$ cat src/hw/executePkg.sv
package executePkg;

	localparam int dataWidth = 32; // register and data width
	localparam int regNumWidth = 5;
	localparam int numRegs = 32;

	typedef logic [dataWidth-1:0] dataT; // register values, immediates, pcs
	typedef logic [regNumWidth-1:0] regNumT;
	typedef logic [2:0] func3T;
	typedef logic [6:0] func7T;
	typedef logic [6:0] opcodeT;

	// RV32I major opcodes handled by this stage
	localparam opcodeT opcodeR = 7'b0110011;
	localparam opcodeT opcodeImm = 7'b0010011;
	localparam opcodeT opcodeLoad = 7'b0000011;
	localparam opcodeT opcodeStore = 7'b0100011;
	localparam opcodeT opcodeBranch = 7'b1100011;
	localparam opcodeT opcodeJal = 7'b1101111;
	localparam opcodeT opcodeJalr = 7'b1100111;
	localparam opcodeT opcodeLui = 7'b0110111;
	localparam opcodeT opcodeAuipc = 7'b0010111;

	typedef enum logic [3:0]
	{
		aluAdd,
		aluSub,
		aluSll,
		aluSrl,
		aluSra,
		aluSlt, // signed less-than
		aluSltu,
		aluXor,
		aluOr,
		aluAnd,
		aluEq,
		aluNe,
		aluGe, // signed greater-or-equal
		aluGeu
	} aluOpT;

	typedef enum logic [2:0]
	{
		kindIdle,
		kindRegWrite,
		kindMemReadRegWrite,
		kindMemWrite,
		kindBranch,
		kindJump,
		kindLuiRegWrite
	} stageKindT;

	typedef struct packed
	{
		dataT pc;
		dataT imm;
		func3T func3;
		regNumT rs1;
		regNumT rs2;
		regNumT rd;
	} decodedInstrT;

	// contents of the execute/writeback pipeline register
	typedef struct packed
	{
		stageKindT kind;
		dataT aluOut; // result, address or compare flag
		dataT storeData; // resolved rs2
		dataT pc;
		dataT imm;
		func3T func3;
		regNumT rd;
	} execResultT;

endpackage

$ cat src/hw/aluUnit.sv
`timescale 1ns/1ps

module aluUnit
(
	input executePkg::aluOpT aluOp,
	input executePkg::dataT x,
	input executePkg::dataT y,
	output executePkg::dataT result
);

	import executePkg::*;

	logic [4:0] shamt;
	logic lessSigned;
	logic lessUnsigned;

	assign shamt = y[4:0]; // only low five bits shift
	assign lessSigned = $signed(x) < $signed(y);
	assign lessUnsigned = x < y;

	always_comb
	begin
		case (aluOp)
			aluAdd:
				result = x + y;
			aluSub:
				result = x - y;
			aluSll:
				result = x << shamt;
			aluSrl:
				result = x >> shamt;
			aluSra:
				result = dataT'($signed(x) >>> shamt);
			aluSlt:
				result = dataT'(lessSigned);
			aluSltu:
				result = dataT'(lessUnsigned);
			aluXor:
				result = x ^ y;
			aluOr:
				result = x | y;
			aluAnd:
				result = x & y;
			aluEq:
				result = dataT'(x == y); // compares give 1 or 0
			aluNe:
				result = dataT'(x != y);
			aluGe:
				result = dataT'(!lessSigned);
			aluGeu:
				result = dataT'(!lessUnsigned);
			default:
				result = '0;
		endcase
	end

endmodule

$ cat src/hw/opDecoder.sv
`timescale 1ns/1ps

module opDecoder
(
	input executePkg::opcodeT opcode,
	input executePkg::func3T func3,
	input executePkg::func7T func7,
	input executePkg::dataT imm,
	input logic flush,
	output executePkg::aluOpT aluOp,
	output logic useImm,
	output logic usePc,
	output executePkg::stageKindT kind
);

	import executePkg::*;

	logic altBit;

	// R-type carries the alternate-op bit in func7, immediate shifts in imm
	assign altBit = (opcode == opcodeR) ? func7[5] : imm[10];

	always_comb
	begin
		aluOp = aluAdd; // bubble defaults
		useImm = 1'b0;
		usePc = 1'b0;
		kind = kindIdle;
		if (!flush)
		begin
			case (opcode)
				opcodeR, opcodeImm:
				begin
					useImm = (opcode == opcodeImm);
					kind = kindRegWrite;
					case (func3)
						3'd0: aluOp = (opcode == opcodeR && func7[5]) ? aluSub : aluAdd;
						3'd1: aluOp = aluSll;
						3'd2: aluOp = aluSlt;
						3'd3: aluOp = aluSltu;
						3'd4: aluOp = aluXor;
						3'd5: aluOp = altBit ? aluSra : aluSrl;
						3'd6: aluOp = aluOr;
						default: aluOp = aluAnd;
					endcase
				end
				opcodeLoad:
				begin
					useImm = 1'b1; // address is rs1 + imm
					kind = kindMemReadRegWrite;
				end
				opcodeStore:
				begin
					useImm = 1'b1;
					kind = kindMemWrite;
				end
				opcodeBranch:
				begin
					kind = kindBranch;
					case (func3)
						3'd0: aluOp = aluEq; // beq
						3'd1: aluOp = aluNe; // bne
						3'd4: aluOp = aluSlt; // blt
						3'd5: aluOp = aluGe; // bge
						3'd6: aluOp = aluSltu; // bltu
						3'd7: aluOp = aluGeu; // bgeu
						default: kind = kindIdle; // reserved encodings
					endcase
				end
				opcodeJal:
				begin
					usePc = 1'b1; // target pc + imm
					useImm = 1'b1;
					kind = kindJump;
				end
				opcodeJalr:
				begin
					useImm = 1'b1; // target rs1 + imm
					kind = kindJump;
				end
				opcodeLui:
				begin
					useImm = 1'b1;
					kind = kindLuiRegWrite;
				end
				opcodeAuipc:
				begin
					usePc = 1'b1;
					useImm = 1'b1;
					kind = kindRegWrite;
				end
				default:
					kind = kindIdle;
			endcase
		end
	end

endmodule

$ cat src/hw/forwardUnit.sv
`timescale 1ns/1ps

module forwardUnit
(
	input executePkg::regNumT rs1,
	input executePkg::regNumT rs2,
	input executePkg::dataT readData0,
	input executePkg::dataT readData1,
	input logic wbEnable,
	input executePkg::regNumT wbNum,
	input executePkg::dataT wbData,
	output executePkg::dataT operandA,
	output executePkg::dataT operandB
);

	import executePkg::*;

	logic hitA;
	logic hitB;

	// the instruction in writeback has not reached the register file yet
	assign hitA = wbEnable && (wbNum == rs1) && (rs1 != '0);
	assign hitB = wbEnable && (wbNum == rs2) && (rs2 != '0);

	assign operandA = hitA ? wbData : readData0;
	assign operandB = hitB ? wbData : readData1;

	// x0 must come out as zero whatever the writeback side is doing
	always_comb
	begin
		if (rs1 == '0)
			assert final (operandA == '0)
				else $error("operand A for x0 is nonzero");
		if (rs2 == '0)
			assert final (operandB == '0)
				else $error("operand B for x0 is nonzero");
	end

endmodule

$ cat src/hw/regFile.sv
`timescale 1ns/1ps

module regFile
(
	input logic clk,
	input logic reset,
	input logic writeEnable,
	input executePkg::regNumT writeNum,
	input executePkg::dataT writeData,
	input executePkg::regNumT readNum0,
	input executePkg::regNumT readNum1,
	output executePkg::dataT readData0,
	output executePkg::dataT readData1
);

	import executePkg::*;

	dataT regs [numRegs];

	always_ff @(posedge clk)
	begin
		if (reset)
		begin
			for (int i = 0; i < numRegs; i++)
				regs[i] <= '0;
		end
		else if (writeEnable && writeNum != '0)
			regs[writeNum] <= writeData; // x0 never written
	end

	// asynchronous reads, x0 hardwired
	assign readData0 = (readNum0 == '0) ? '0 : regs[readNum0];
	assign readData1 = (readNum1 == '0) ? '0 : regs[readNum1];

endmodule

$ cat src/hw/writebackController.sv
`timescale 1ns/1ps

module writebackController
(
	input executePkg::execResultT result,
	input executePkg::dataT memReadData,
	output logic pcWriteEnable,
	output executePkg::dataT pcWriteData,
	output logic memReadEnable,
	output logic memWriteEnable,
	output executePkg::dataT memAddr,
	output executePkg::dataT memWriteData,
	output executePkg::func3T memFunc3,
	output logic regWriteEnable,
	output executePkg::regNumT regWriteNum,
	output executePkg::dataT regWriteData
);

	import executePkg::*;

	logic [7:0] loadByte;
	logic [15:0] loadHalf;
	logic [4:0] laneShift;
	dataT loadValue;
	logic writesReg;

	assign memAddr = result.aluOut;
	assign memFunc3 = result.func3;
	assign memReadEnable = (result.kind == kindMemReadRegWrite);
	assign memWriteEnable = (result.kind == kindMemWrite);
	assign laneShift = {memAddr[1:0], 3'b000}; // byte offset in bits

	// store data moved into the lanes picked by the low address bits
	always_comb
	begin
		case (result.func3[1:0])
			2'd0: memWriteData = dataT'(result.storeData[7:0]) << laneShift;
			2'd1: memWriteData = dataT'(result.storeData[15:0]) << {memAddr[1], 4'b0000};
			default: memWriteData = result.storeData;
		endcase
	end

	assign loadByte = memReadData[laneShift +: 8];
	assign loadHalf = memAddr[1] ? memReadData[31:16] : memReadData[15:0];

	always_comb
	begin
		case (result.func3)
			3'd0: loadValue = {{24{loadByte[7]}}, loadByte}; // lb
			3'd1: loadValue = {{16{loadHalf[15]}}, loadHalf}; // lh
			3'd4: loadValue = {24'b0, loadByte}; // lbu
			3'd5: loadValue = {16'b0, loadHalf}; // lhu
			default: loadValue = memReadData;
		endcase
	end

	// jump targets always land on an even address
	assign pcWriteEnable = (result.kind == kindJump) ||
		(result.kind == kindBranch && result.aluOut[0]);
	assign pcWriteData = (result.kind == kindJump) ? {result.aluOut[31:1], 1'b0} :
		result.pc + result.imm;

	assign writesReg = (result.kind == kindRegWrite) || (result.kind == kindMemReadRegWrite) ||
		(result.kind == kindJump) || (result.kind == kindLuiRegWrite);
	assign regWriteEnable = writesReg && (result.rd != '0);
	assign regWriteNum = result.rd;

	always_comb
	begin
		case (result.kind)
			kindMemReadRegWrite: regWriteData = loadValue;
			kindJump: regWriteData = result.pc + 32'd4; // link address
			kindLuiRegWrite: regWriteData = result.imm;
			default: regWriteData = result.aluOut;
		endcase
	end

	always_comb
	begin
		assert final (!(memReadEnable === 1'b1 && memWriteEnable === 1'b1))
			else $error("memory read and write strobes both high");
	end

endmodule

$ cat src/hw/executeStage.sv
`timescale 1ns/1ps

module executeStage
(
	input logic clk,
	input logic reset,
	input logic flush,
	input executePkg::dataT pc,
	input executePkg::dataT imm,
	input executePkg::func3T func3,
	input executePkg::func7T func7,
	input executePkg::opcodeT opcode,
	input executePkg::regNumT regNum0,
	input executePkg::regNumT regNum1,
	input executePkg::regNumT regWriteNumIn,
	input executePkg::dataT memReadData,
	output logic pcWriteEnable,
	output executePkg::dataT pcWriteData,
	output logic memReadEnable,
	output logic memWriteEnable,
	output executePkg::dataT memAddr,
	output executePkg::dataT memWriteData,
	output executePkg::func3T memFunc3,
	output logic regWriteEnable,
	output executePkg::regNumT regWriteNum,
	output executePkg::dataT regWriteData
);

	import executePkg::*;

	decodedInstrT instr;
	aluOpT aluOp;
	logic useImm;
	logic usePc;
	stageKindT kind;
	dataT readData0;
	dataT readData1;
	dataT operandA;
	dataT operandB;
	dataT aluX;
	dataT aluY;
	dataT aluOut;
	execResultT exNext;
	execResultT exResult;

	assign instr = '{pc: pc, imm: imm, func3: func3, rs1: regNum0, rs2: regNum1,
		rd: regWriteNumIn};

	opDecoder decoder
	(
		.opcode(opcode),
		.func3(func3),
		.func7(func7),
		.imm(imm),
		.flush(flush),
		.aluOp(aluOp),
		.useImm(useImm),
		.usePc(usePc),
		.kind(kind)
	);

	regFile regs
	(
		.clk(clk),
		.reset(reset),
		.writeEnable(regWriteEnable),
		.writeNum(regWriteNum),
		.writeData(regWriteData),
		.readNum0(instr.rs1),
		.readNum1(instr.rs2),
		.readData0(readData0),
		.readData1(readData1)
	);

	forwardUnit forward
	(
		.rs1(instr.rs1),
		.rs2(instr.rs2),
		.readData0(readData0),
		.readData1(readData1),
		.wbEnable(regWriteEnable),
		.wbNum(regWriteNum),
		.wbData(regWriteData),
		.operandA(operandA),
		.operandB(operandB)
	);

	assign aluX = usePc ? instr.pc : operandA; // jal and auipc add to pc
	assign aluY = useImm ? instr.imm : operandB;

	aluUnit alu
	(
		.aluOp(aluOp),
		.x(aluX),
		.y(aluY),
		.result(aluOut)
	);

	assign exNext = '{kind: kind, aluOut: aluOut, storeData: operandB, pc: instr.pc,
		imm: instr.imm, func3: instr.func3, rd: instr.rd};

	// loaded every cycle, a bubble simply carries kind idle
	always_ff @(posedge clk)
	begin
		exResult <= exNext;
		if (reset)
			exResult.kind <= kindIdle;
	end

	writebackController writeback
	(
		.result(exResult),
		.memReadData(memReadData),
		.pcWriteEnable(pcWriteEnable),
		.pcWriteData(pcWriteData),
		.memReadEnable(memReadEnable),
		.memWriteEnable(memWriteEnable),
		.memAddr(memAddr),
		.memWriteData(memWriteData),
		.memFunc3(memFunc3),
		.regWriteEnable(regWriteEnable),
		.regWriteNum(regWriteNum),
		.regWriteData(regWriteData)
	);

endmodule

$ cat config.mk
export PLATFORM = sky130hd
export DESIGN_NAME = executeStage
export DESIGN_NICKNAME = d
export VERILOG_FILES = /design/src/hw/executePkg.sv /design/src/hw/aluUnit.sv /design/src/hw/opDecoder.sv /design/src/hw/forwardUnit.sv /design/src/hw/regFile.sv /design/src/hw/writebackController.sv /design/src/hw/executeStage.sv
export SDC_FILE = /design/constraint.sdc
export NUM_CORES = 2
export LEC_CHECK = 0
export BUFFER_PORTS_ARGS = -buffer_cell sky130_fd_sc_hd__buf_2
export CAP_MARGIN = 20
export CORE_ASPECT_RATIO = 0.75
export CORE_MARGIN = 2
export CORE_UTILIZATION = 38
export DETAILED_ROUTE_END_ITERATION = 7
export SLEW_MARGIN = 20
export SYNTH_ARGS = -nofsm -noshare
export SYNTH_HDL_FRONTEND = slang
export SYNTH_SLANG_ARGS = --single-unit
$ cat constraint.sdc
create_clock -name clk -period 8.8 [get_ports clk]
set_clock_uncertainty 0.1 [all_clocks]
set_input_delay 1.76 -clock clk [delete_from_list [all_inputs] [get_ports clk]]
set_output_delay 1.76 -clock clk [all_outputs]
set_load 0.01 [all_outputs]
Word-level counts from Yosys, hierarchy flattened
Memories as Yosys holds them, arrays and structs flattened.
Cells that the tools add are included.
{"block": "totals", "latchBits": 0, "mem_bits_rw": 1024, "output_inout_bits": 140, "memories": 1, "word_cells": 130, "ff_bits": 139, "inputBits": 131, "rom_bits": 0}
{"memory": "regs.regs", "words": 32, "word_bits": 32, "read_ports": 2, "rd_ports_with_merged_regs": 0, "wr": 32, "line_no": "regFile.sv:18", "rtl": "dataT regs [numRegs];"}
{"block": "classes", "reduce_logical": 31, "shifts": 6, "addsub": 4, "mul": 0, "muxes": 33, "bitwise_logic": 3, "n_div": 0, "n_eq_ne": 43, "magnitude_cmp": 2}
{"operator": "$pmux 32 s14", "n": 1}
{"operator": "$mux 32", "n": 8}
{"operator": "$pmux 32 s4", "n": 1}
{"operator": "$pmux 32 s3", "n": 1}
{"operator": "$add 32x32->32", "n": 2}
{"operator": "$lt 32x32->1", "n": 2}
{"operator": "$pmux 32 s2", "n": 1}
{"operator": "$add 32x3->32 const B", "n": 1}
{"operator": "$and 32x32->32", "n": 1}
{"operator": "$eq 32x32->1", "n": 1}
{"operator": "$ne 32x32->1", "n": 1}
{"operator": "$or 32x32->32", "n": 1}
{"operator": "$reduce_or 32->1", "n": 1}
{"operator": "$shiftx 32x6->8", "n": 1}
{"operator": "$shl 16x5->32", "n": 1}
{"operator": "$shl 32x5->32", "n": 1}
{"operator": "$shl 8x5->32", "n": 1}
{"operator": "$shr 32x5->32", "n": 1}
{"operator": "$sshr 32x5->32", "n": 1}
{"operator": "$sub 32x32->32", "n": 1}
{"operator": "$xor 32x32->32", "n": 1}
{"operator": "$pmux 4 s7", "n": 1}
{"operator": "$eq 3x3->1 const B", "n": 9}
{"operator": "$eq 4x4->1 const B", "n": 6}
{"operator": "other kinds (31)", "n": 76}

Depth between registers and ports, before layout
{"block": "depth", "word_depth": 12, "depth_mapped": 27, "depth_no_buf": 23}

Hierarchy
Synthesis repeated with hierarchy kept, for this count alone.
{"block": "unflattened", "cells_unflattened": 5966, "hier_area_um2": 73190.2}
{"mod": "regFile", "seq_area_each_um2": 30749.5, "instances": 1, "cells_each": 3502, "area_per_inst_um2": 54253.3}
{"mod": "aluUnit", "seq_area_each_um2": 0.0, "instances": 1, "cells_each": 1403, "area_per_inst_um2": 9100.0}
{"mod": "writebackController", "seq_area_each_um2": 0.0, "instances": 1, "cells_each": 693, "area_per_inst_um2": 4433.0}
{"mod": "executeStage", "seq_area_each_um2": 2782.7, "instances": 1, "cells_each": 214, "area_per_inst_um2": 3890.0}
{"mod": "forwardUnit", "seq_area_each_um2": 0.0, "instances": 1, "cells_each": 90, "area_per_inst_um2": 1087.3}
{"mod": "opDecoder", "seq_area_each_um2": 0.0, "instances": 1, "cells_each": 64, "area_per_inst_um2": 426.7}

Least setup slack after synthesis
No wires, ideal clock.
{"block": "synth_timing", "path_type": "in2reg", "startpoint": "input regNum1[0]", "endpoint": "register exResult[135] (netlist bit)", "stages": 25, "setup_ps": 124, "slack_ps": 661, "t_required_ps": 8576, "path_buffers": 6, "arrival_ps": 7914, "cell_sequence": "buf_2 buf_2 clkbuf_1 buf_1 buf_1 mux4_2 mux4_2 mux2i_1 o22ai_1 nor2_1 nor2_1 ha_1 clkbuf_1 inv_1 o21ai_0 nor3_1 a2111oi_0 o31ai_1 a311oi_1 o31ai_1 a21bo_2 a311o_1 o21ai_0 xnor2_1 a2111o_1"}
{"block": "synth_via", "elab_chain_len": 7, "elab_cells_between_ends": 18, "classes_between": "add/sub (2); eq/ne (1); shift (3); mux (4); bitwise (3); reduce/logical (4); memory (1)"}
{"element": "start, declared", "line_no": "executeStage.sv:14", "rtl": "input executePkg::regNumT regNum1,"}
{"element": "parallel branches: the longest is 3 deep, another holds $mem_v2 32x32"}
{"element": "$mux 32 *", "line_no": "forwardUnit.sv:26", "rtl": "assign operandB = hitB ? wbData : readData1;"}
{"element": "named net forward.operandB[14]", "line_no": "forwardUnit.sv:13", "rtl": "output executePkg::dataT operandB"}
{"element": "$mux 32 *", "line_no": "executeStage.sv:89", "rtl": "assign aluY = useImm ? instr.imm : operandB;"}
{"element": "$sub 32x32->32 or $add 32x32->32 (tied branches)", "line_no": "aluUnit.sv:27, aluUnit.sv:25"}
{"element": "$pmux 32 s14 *", "line_no": "aluUnit.sv:23", "rtl": "case (aluOp)"}
{"element": "named net alu.result[31]", "line_no": "aluUnit.sv:8", "rtl": "output executePkg::dataT result"}
{"element": "end signal, assigned", "line_no": "executeStage.sv:105", "rtl": "exResult <= exNext;"}
{"element": "end, declared", "line_no": "executeStage.sv:44", "rtl": "execResultT exResult;"}
Mark *: on every way through the listed nets, which the timed path passes.
A chain may end at the register's enable or synchronous reset.

Worst setup path in the final report
{"block": "layout_timing", "startpoint": "register exResult[136] (netlist bit)", "endpoint": "register exResult[104] (netlist bit)"}
{"block": "layout_via", "elab_chain_len": 12, "elab_cells_between_ends": 32, "classes_between": "add/sub (2); order compare (2); eq/ne (6); shift (3); mux (6); bitwise (3); reduce/logical (10)"}
{"element": "$eq 3x1->1 or $eq 3x2->1 (tied branches)", "line_no": "writebackController.sv:63, writebackController.sv:70"}
{"element": "$logic_or 1x1->1 (2 in series)", "line_no": "writebackController.sv:63", "rtl": "assign writesReg = (result.kind == kindRegWrite) || (result.kind == kindMemReadRegWrite) ||"}
{"element": "$logic_or 1x1->1", "line_no": "writebackController.sv:64", "rtl": "(result.kind == kindJump) || (result.kind == kindLuiRegWrite);"}
{"element": "$logic_and 1x1->1", "line_no": "writebackController.sv:65", "rtl": "assign regWriteEnable = writesReg && (result.rd != '0);"}
{"element": "$logic_and 1x1->1 (on tied branches) (2 in series)", "line_no": "forwardUnit.sv:22, forwardUnit.sv:23"}
{"element": "$mux 32 (on tied branches)", "line_no": "forwardUnit.sv:25, forwardUnit.sv:26"}
{"element": "$mux 32 (on tied branches)", "line_no": "executeStage.sv:88, executeStage.sv:89"}
{"element": "$lt 32x32->1 (on tied branches)", "line_no": "aluUnit.sv:19, aluUnit.sv:18"}
{"element": "$logic_not 1->1 (on tied branches)", "line_no": "aluUnit.sv:51, aluUnit.sv:49"}
{"element": "$pmux 32 s14 *", "line_no": "aluUnit.sv:23"}
{"element": "named net alu.result[0]", "line_no": "aluUnit.sv:8"}
Mark *: on every way through the listed nets, which the timed path passes. The rest lies on a longest branch.

==> results by group <==
Run status
  • Status: finished, final reports clean

Placement
  • DP Cell Count: 8498
  • HPWL Detailed: 226000 um
  • Placer Congestion: 1.06
  • Number of port buffers: 264

Floorplan
  • Core ar.: 183000 um2
  • Initial core utilization: 0.383
  • I/O Pins: 271
  • Die width: 500 um
  • Rows: 136
  • Die area: 188000 um2
  • Die Y: 376 um

Logic synthesis
  • Mapped Area: 70200 um2
  • Syn Area/Cell: 11.6 um2
  • Post-synth EDFFs: 1024
  • Synth Area in Compound Gates: 0.108
  • Share of flip-flops with an asynchronous set or reset: 0
  • Post-Synth Adder-Cell Area: 0.0253
  • Seq/Total Area, Yosys: 0.478
  • Top_reg_cell synth: edfxtp_1
  • Yosys warning total: 0
  • Main combinational cell family by area after synthesis: multiplexers
  • Distinct cells, synth: 105
  • Mux contribution to synthesized area: 0.209
  • Post-Synth Simple-Gate Area: 0.126
  • XOR/XNOR share of the synthesized area: 0.00811
  • Synth Instances: 6046
  • Yosys reg bits: 1163

GRT
  • Met3 Use GR: 0.153
  • First-pass GRT wire length: 446000 um
  • Initial antenna violation count: 34
  • GRT met1 Usage: 0.488
  • Grt peak-use layer: met1
  • Largest net degree at the start of global routing: 70
  • GRT Util Overall: 0.339
  • Grt total ovfl: 0
  • Vias in the first global route: 54734
  • GR Layer Usage met2: 0.439

Timing
  • RSZ-0062 raised after global routing: false
  • Final min period: 8.08 ns
  • Final number of max-transition violations: 0
  • Fin crit share: 0.918
  • Setup Viol. Count Final: 0
  • Peak Freq: 124 MHz
  • Setup TNS: 0 ns
  • Slew headroom: 0.101
  • Final Hold Viols: 0
  • Actual slew at the worst max-slew pin: 1.34 ns

Power
  • Leakage power: 30.2 nW
  • Worst VDD drop: 187 uV
  • Pwr dens: 218 nW/um2
  • Design Power: 17.3 mW

Min path
  • HP Class: reg -> reg

Route
  • Total Wirelength: 327000 um
  • Initial drt markers: 11891
  • Via count: 59331
  • Drt pass-1 iters: 7
  • DRC Markers: 0
  • Detail Route Antenna Nets: 0
  • Routed len/inst: 37.5 um
  • Vias/cell: 6.80

Setup path
  • CP Data Required Time: 9.31 ns
  • Critical Path End Type: flip-flop
  • CP Class: reg -> reg
  • Peak fanout along the critical path: 17
  • Worst EP arrival: 8.58 ns
  • Crit path launch type: flip-flop

Finish
  • # nets final: 6474
  • Filler Cells Inserted: 16971
  • Final non-filler cell total: 8727
  • Multi-input logic area: 34000 um2
  • Syn-to-layout area delta: 13.2%
  • Share of cells above drive strength 1: 0.243
  • Register Area: 33500 um2

Clock network
  • Clk slew on worst S/H paths: 0.07 ns
  • Clock buffer count from CTS: 118
  • Clock Latency Late Sink: 0.80 ns
  • Number of gates resized after cts: 0
  • CTS Root Buffer Type: clkbuf_16
  • CTS Hold Buffers Added: 0
  • Setup bufs post-CTS: 0
  • CTS sink cnt: 1163
  • H-Tree Depth: 3
  • Clock buffer depth: 3
  • CTS tree: done

Flow run
  • MaxCap Viol Count: 0
cells by family after synthesis:
logic type	count (synthesis)
AOI/OAI and AO/OA	1084
muxes	782
other	1
buffers and inverters	745
adders and majority gates	140
DFF	1163
and+or+nand+nor	2066
xor gates and xnor gates	65
metal layers:
metal | vias to the layer above | wire length (um)
met3 | 799 | 59500
met4 | 48 | 15100
li1 | 23167 | -
met2 | 5415 | 126000
met1 | 29902 | 126000
met5 | - | 353
sequential cells by signal, summed over array words and instances, names as in the netlist:
| signal | flops |
|---|---|
| exResult | 139 |
| regs.regs | 1024 |
cells in the final DEF, fill, tap and decap left out, drive strengths merged, types with 21 or more instances in the layout:
master,Yosys,final
o21ai,147,147
a211oi,47,47
nor3,73,73
buf,215,603
o211ai,38,38
o221ai,32,32
nand4,27,27
xor2,30,30
and3,34,34
nor2,1301,1301
edfxtp,1024,1024
clkinv,1,51
bufinv,0,21
o22ai,76,76
a22oi,113,113
nand2,290,290
mux4,546,546
ha,137,137
nand2b,70,70
conb,1,32
nand3,79,79
mux2,26,26
mux2i,210,210
or2,35,35
inv,147,150
xnor2,35,35
or3,25,25
and2,26,26
a221oi,33,33
clkbuf,382,142
o21bai,21,21
a31oi,37,37
a21o,47,47
a22o,50,50
o31ai,24,24
a21oi,229,229
nor2b,38,38
dfxtp,139,139
layout make-up:
| cell class | instances | share of cell area |
|---|---|---|
| Antenna cell | 6 | 0.000189 |
| Multi-Input combinational cell | 4169 | 0.428 |
| Clock buffer | 142 | 0.0392 |
| Timing Repair Buffer | 603 | 0.0522 |
| Tap cell | 2415 | 0.0380 |
| Inverter | 148 | 0.00712 |
| Clock inverter | 81 | 0.0126 |
| Sequential cell | 1163 | 0.422 |
worst paths after layout:
path	from	to	slack (ns)	cells past startpoint
setup / recovery	exResult[136]$_SDFF_PP0_	exResult[104]$_DFF_P_	0.72	19
hold / removal	exResult[108]$_DFF_P_	exResult[76]$_DFF_P_	0.72	3
setup reg to reg	exResult[136]$_SDFF_PP0_	exResult[104]$_DFF_P_	0.72	19
hold reg to reg	exResult[108]$_DFF_P_	exResult[76]$_DFF_P_	0.72	3
metrics by stage:
| stage | area, um2 | worst slack (ns) | util | hold WS, ns |
|---|---|---|---|---|
| global route | 79400 | 0.649 | 0.433 | 0.746 |
| floorplan | 70300 | 0.661 | - | 0.507 |
| finish | 79400 | 0.723 | 0.433 | 0.723 |
| detailed placement | 75300 | 0.380 | 0.410 | 0.692 |
| CTS | 79400 | 1.07 | 0.433 | 0.708 |
| global placement | 75300 | 0.461 | 0.410 | 0.693 |
critical path, stage by stage, from the launching register on:
cell      delay (ns)
dfxtp_1         0.91
xnor2_1         0.48
buf_4           0.31
a211o_1         0.33
nor2_1          0.82
o21ai_0         0.27
a31oi_1         1.00
ha_1            0.44
inv_1           0.12
and3_1          0.20
a221oi_1        0.35
o21ai_0         0.24
a211oi_1        0.29
buf_4           0.20
o211ai_1        0.19
a41oi_1         0.51
o21ai_0         0.31
mux2_2          0.34
a221oi_1        0.29
o211ai_1        0.17
Yosys cell counts, types with 47 or more instances:
cell type	instances	share of area
a21o_1	47	0.0050
a21oi_1	228	0.016
a22o_1	50	0.0062
a22oi_1	113	0.012
buf_1	67	0.0036
buf_2	93	0.0066
buf_4	50	0.0053
clkbuf_1	382	0.020
dfxtp_1	139	0.040
edfxtp_1	1024	0.44
ha_1	137	0.024
inv_1	142	0.0076
mux2i_1	209	0.030
mux4_2	546	0.18
nand2_1	289	0.015
nand2b_1	70	0.0062
nand3_1	79	0.0056
nor2_1	1301	0.070
nor3_1	71	0.0051
o21ai_0	135	0.0096
o22ai_1	76	0.0068
power breakdown:
part	total [mW]	switching [mW]	internal (mW)
Clock	5.49	2.35	3.14
Combinational	5.22	3.63	1.59
Sequential	6.59	0.322	6.27
(Power assumes the default switching activity.)
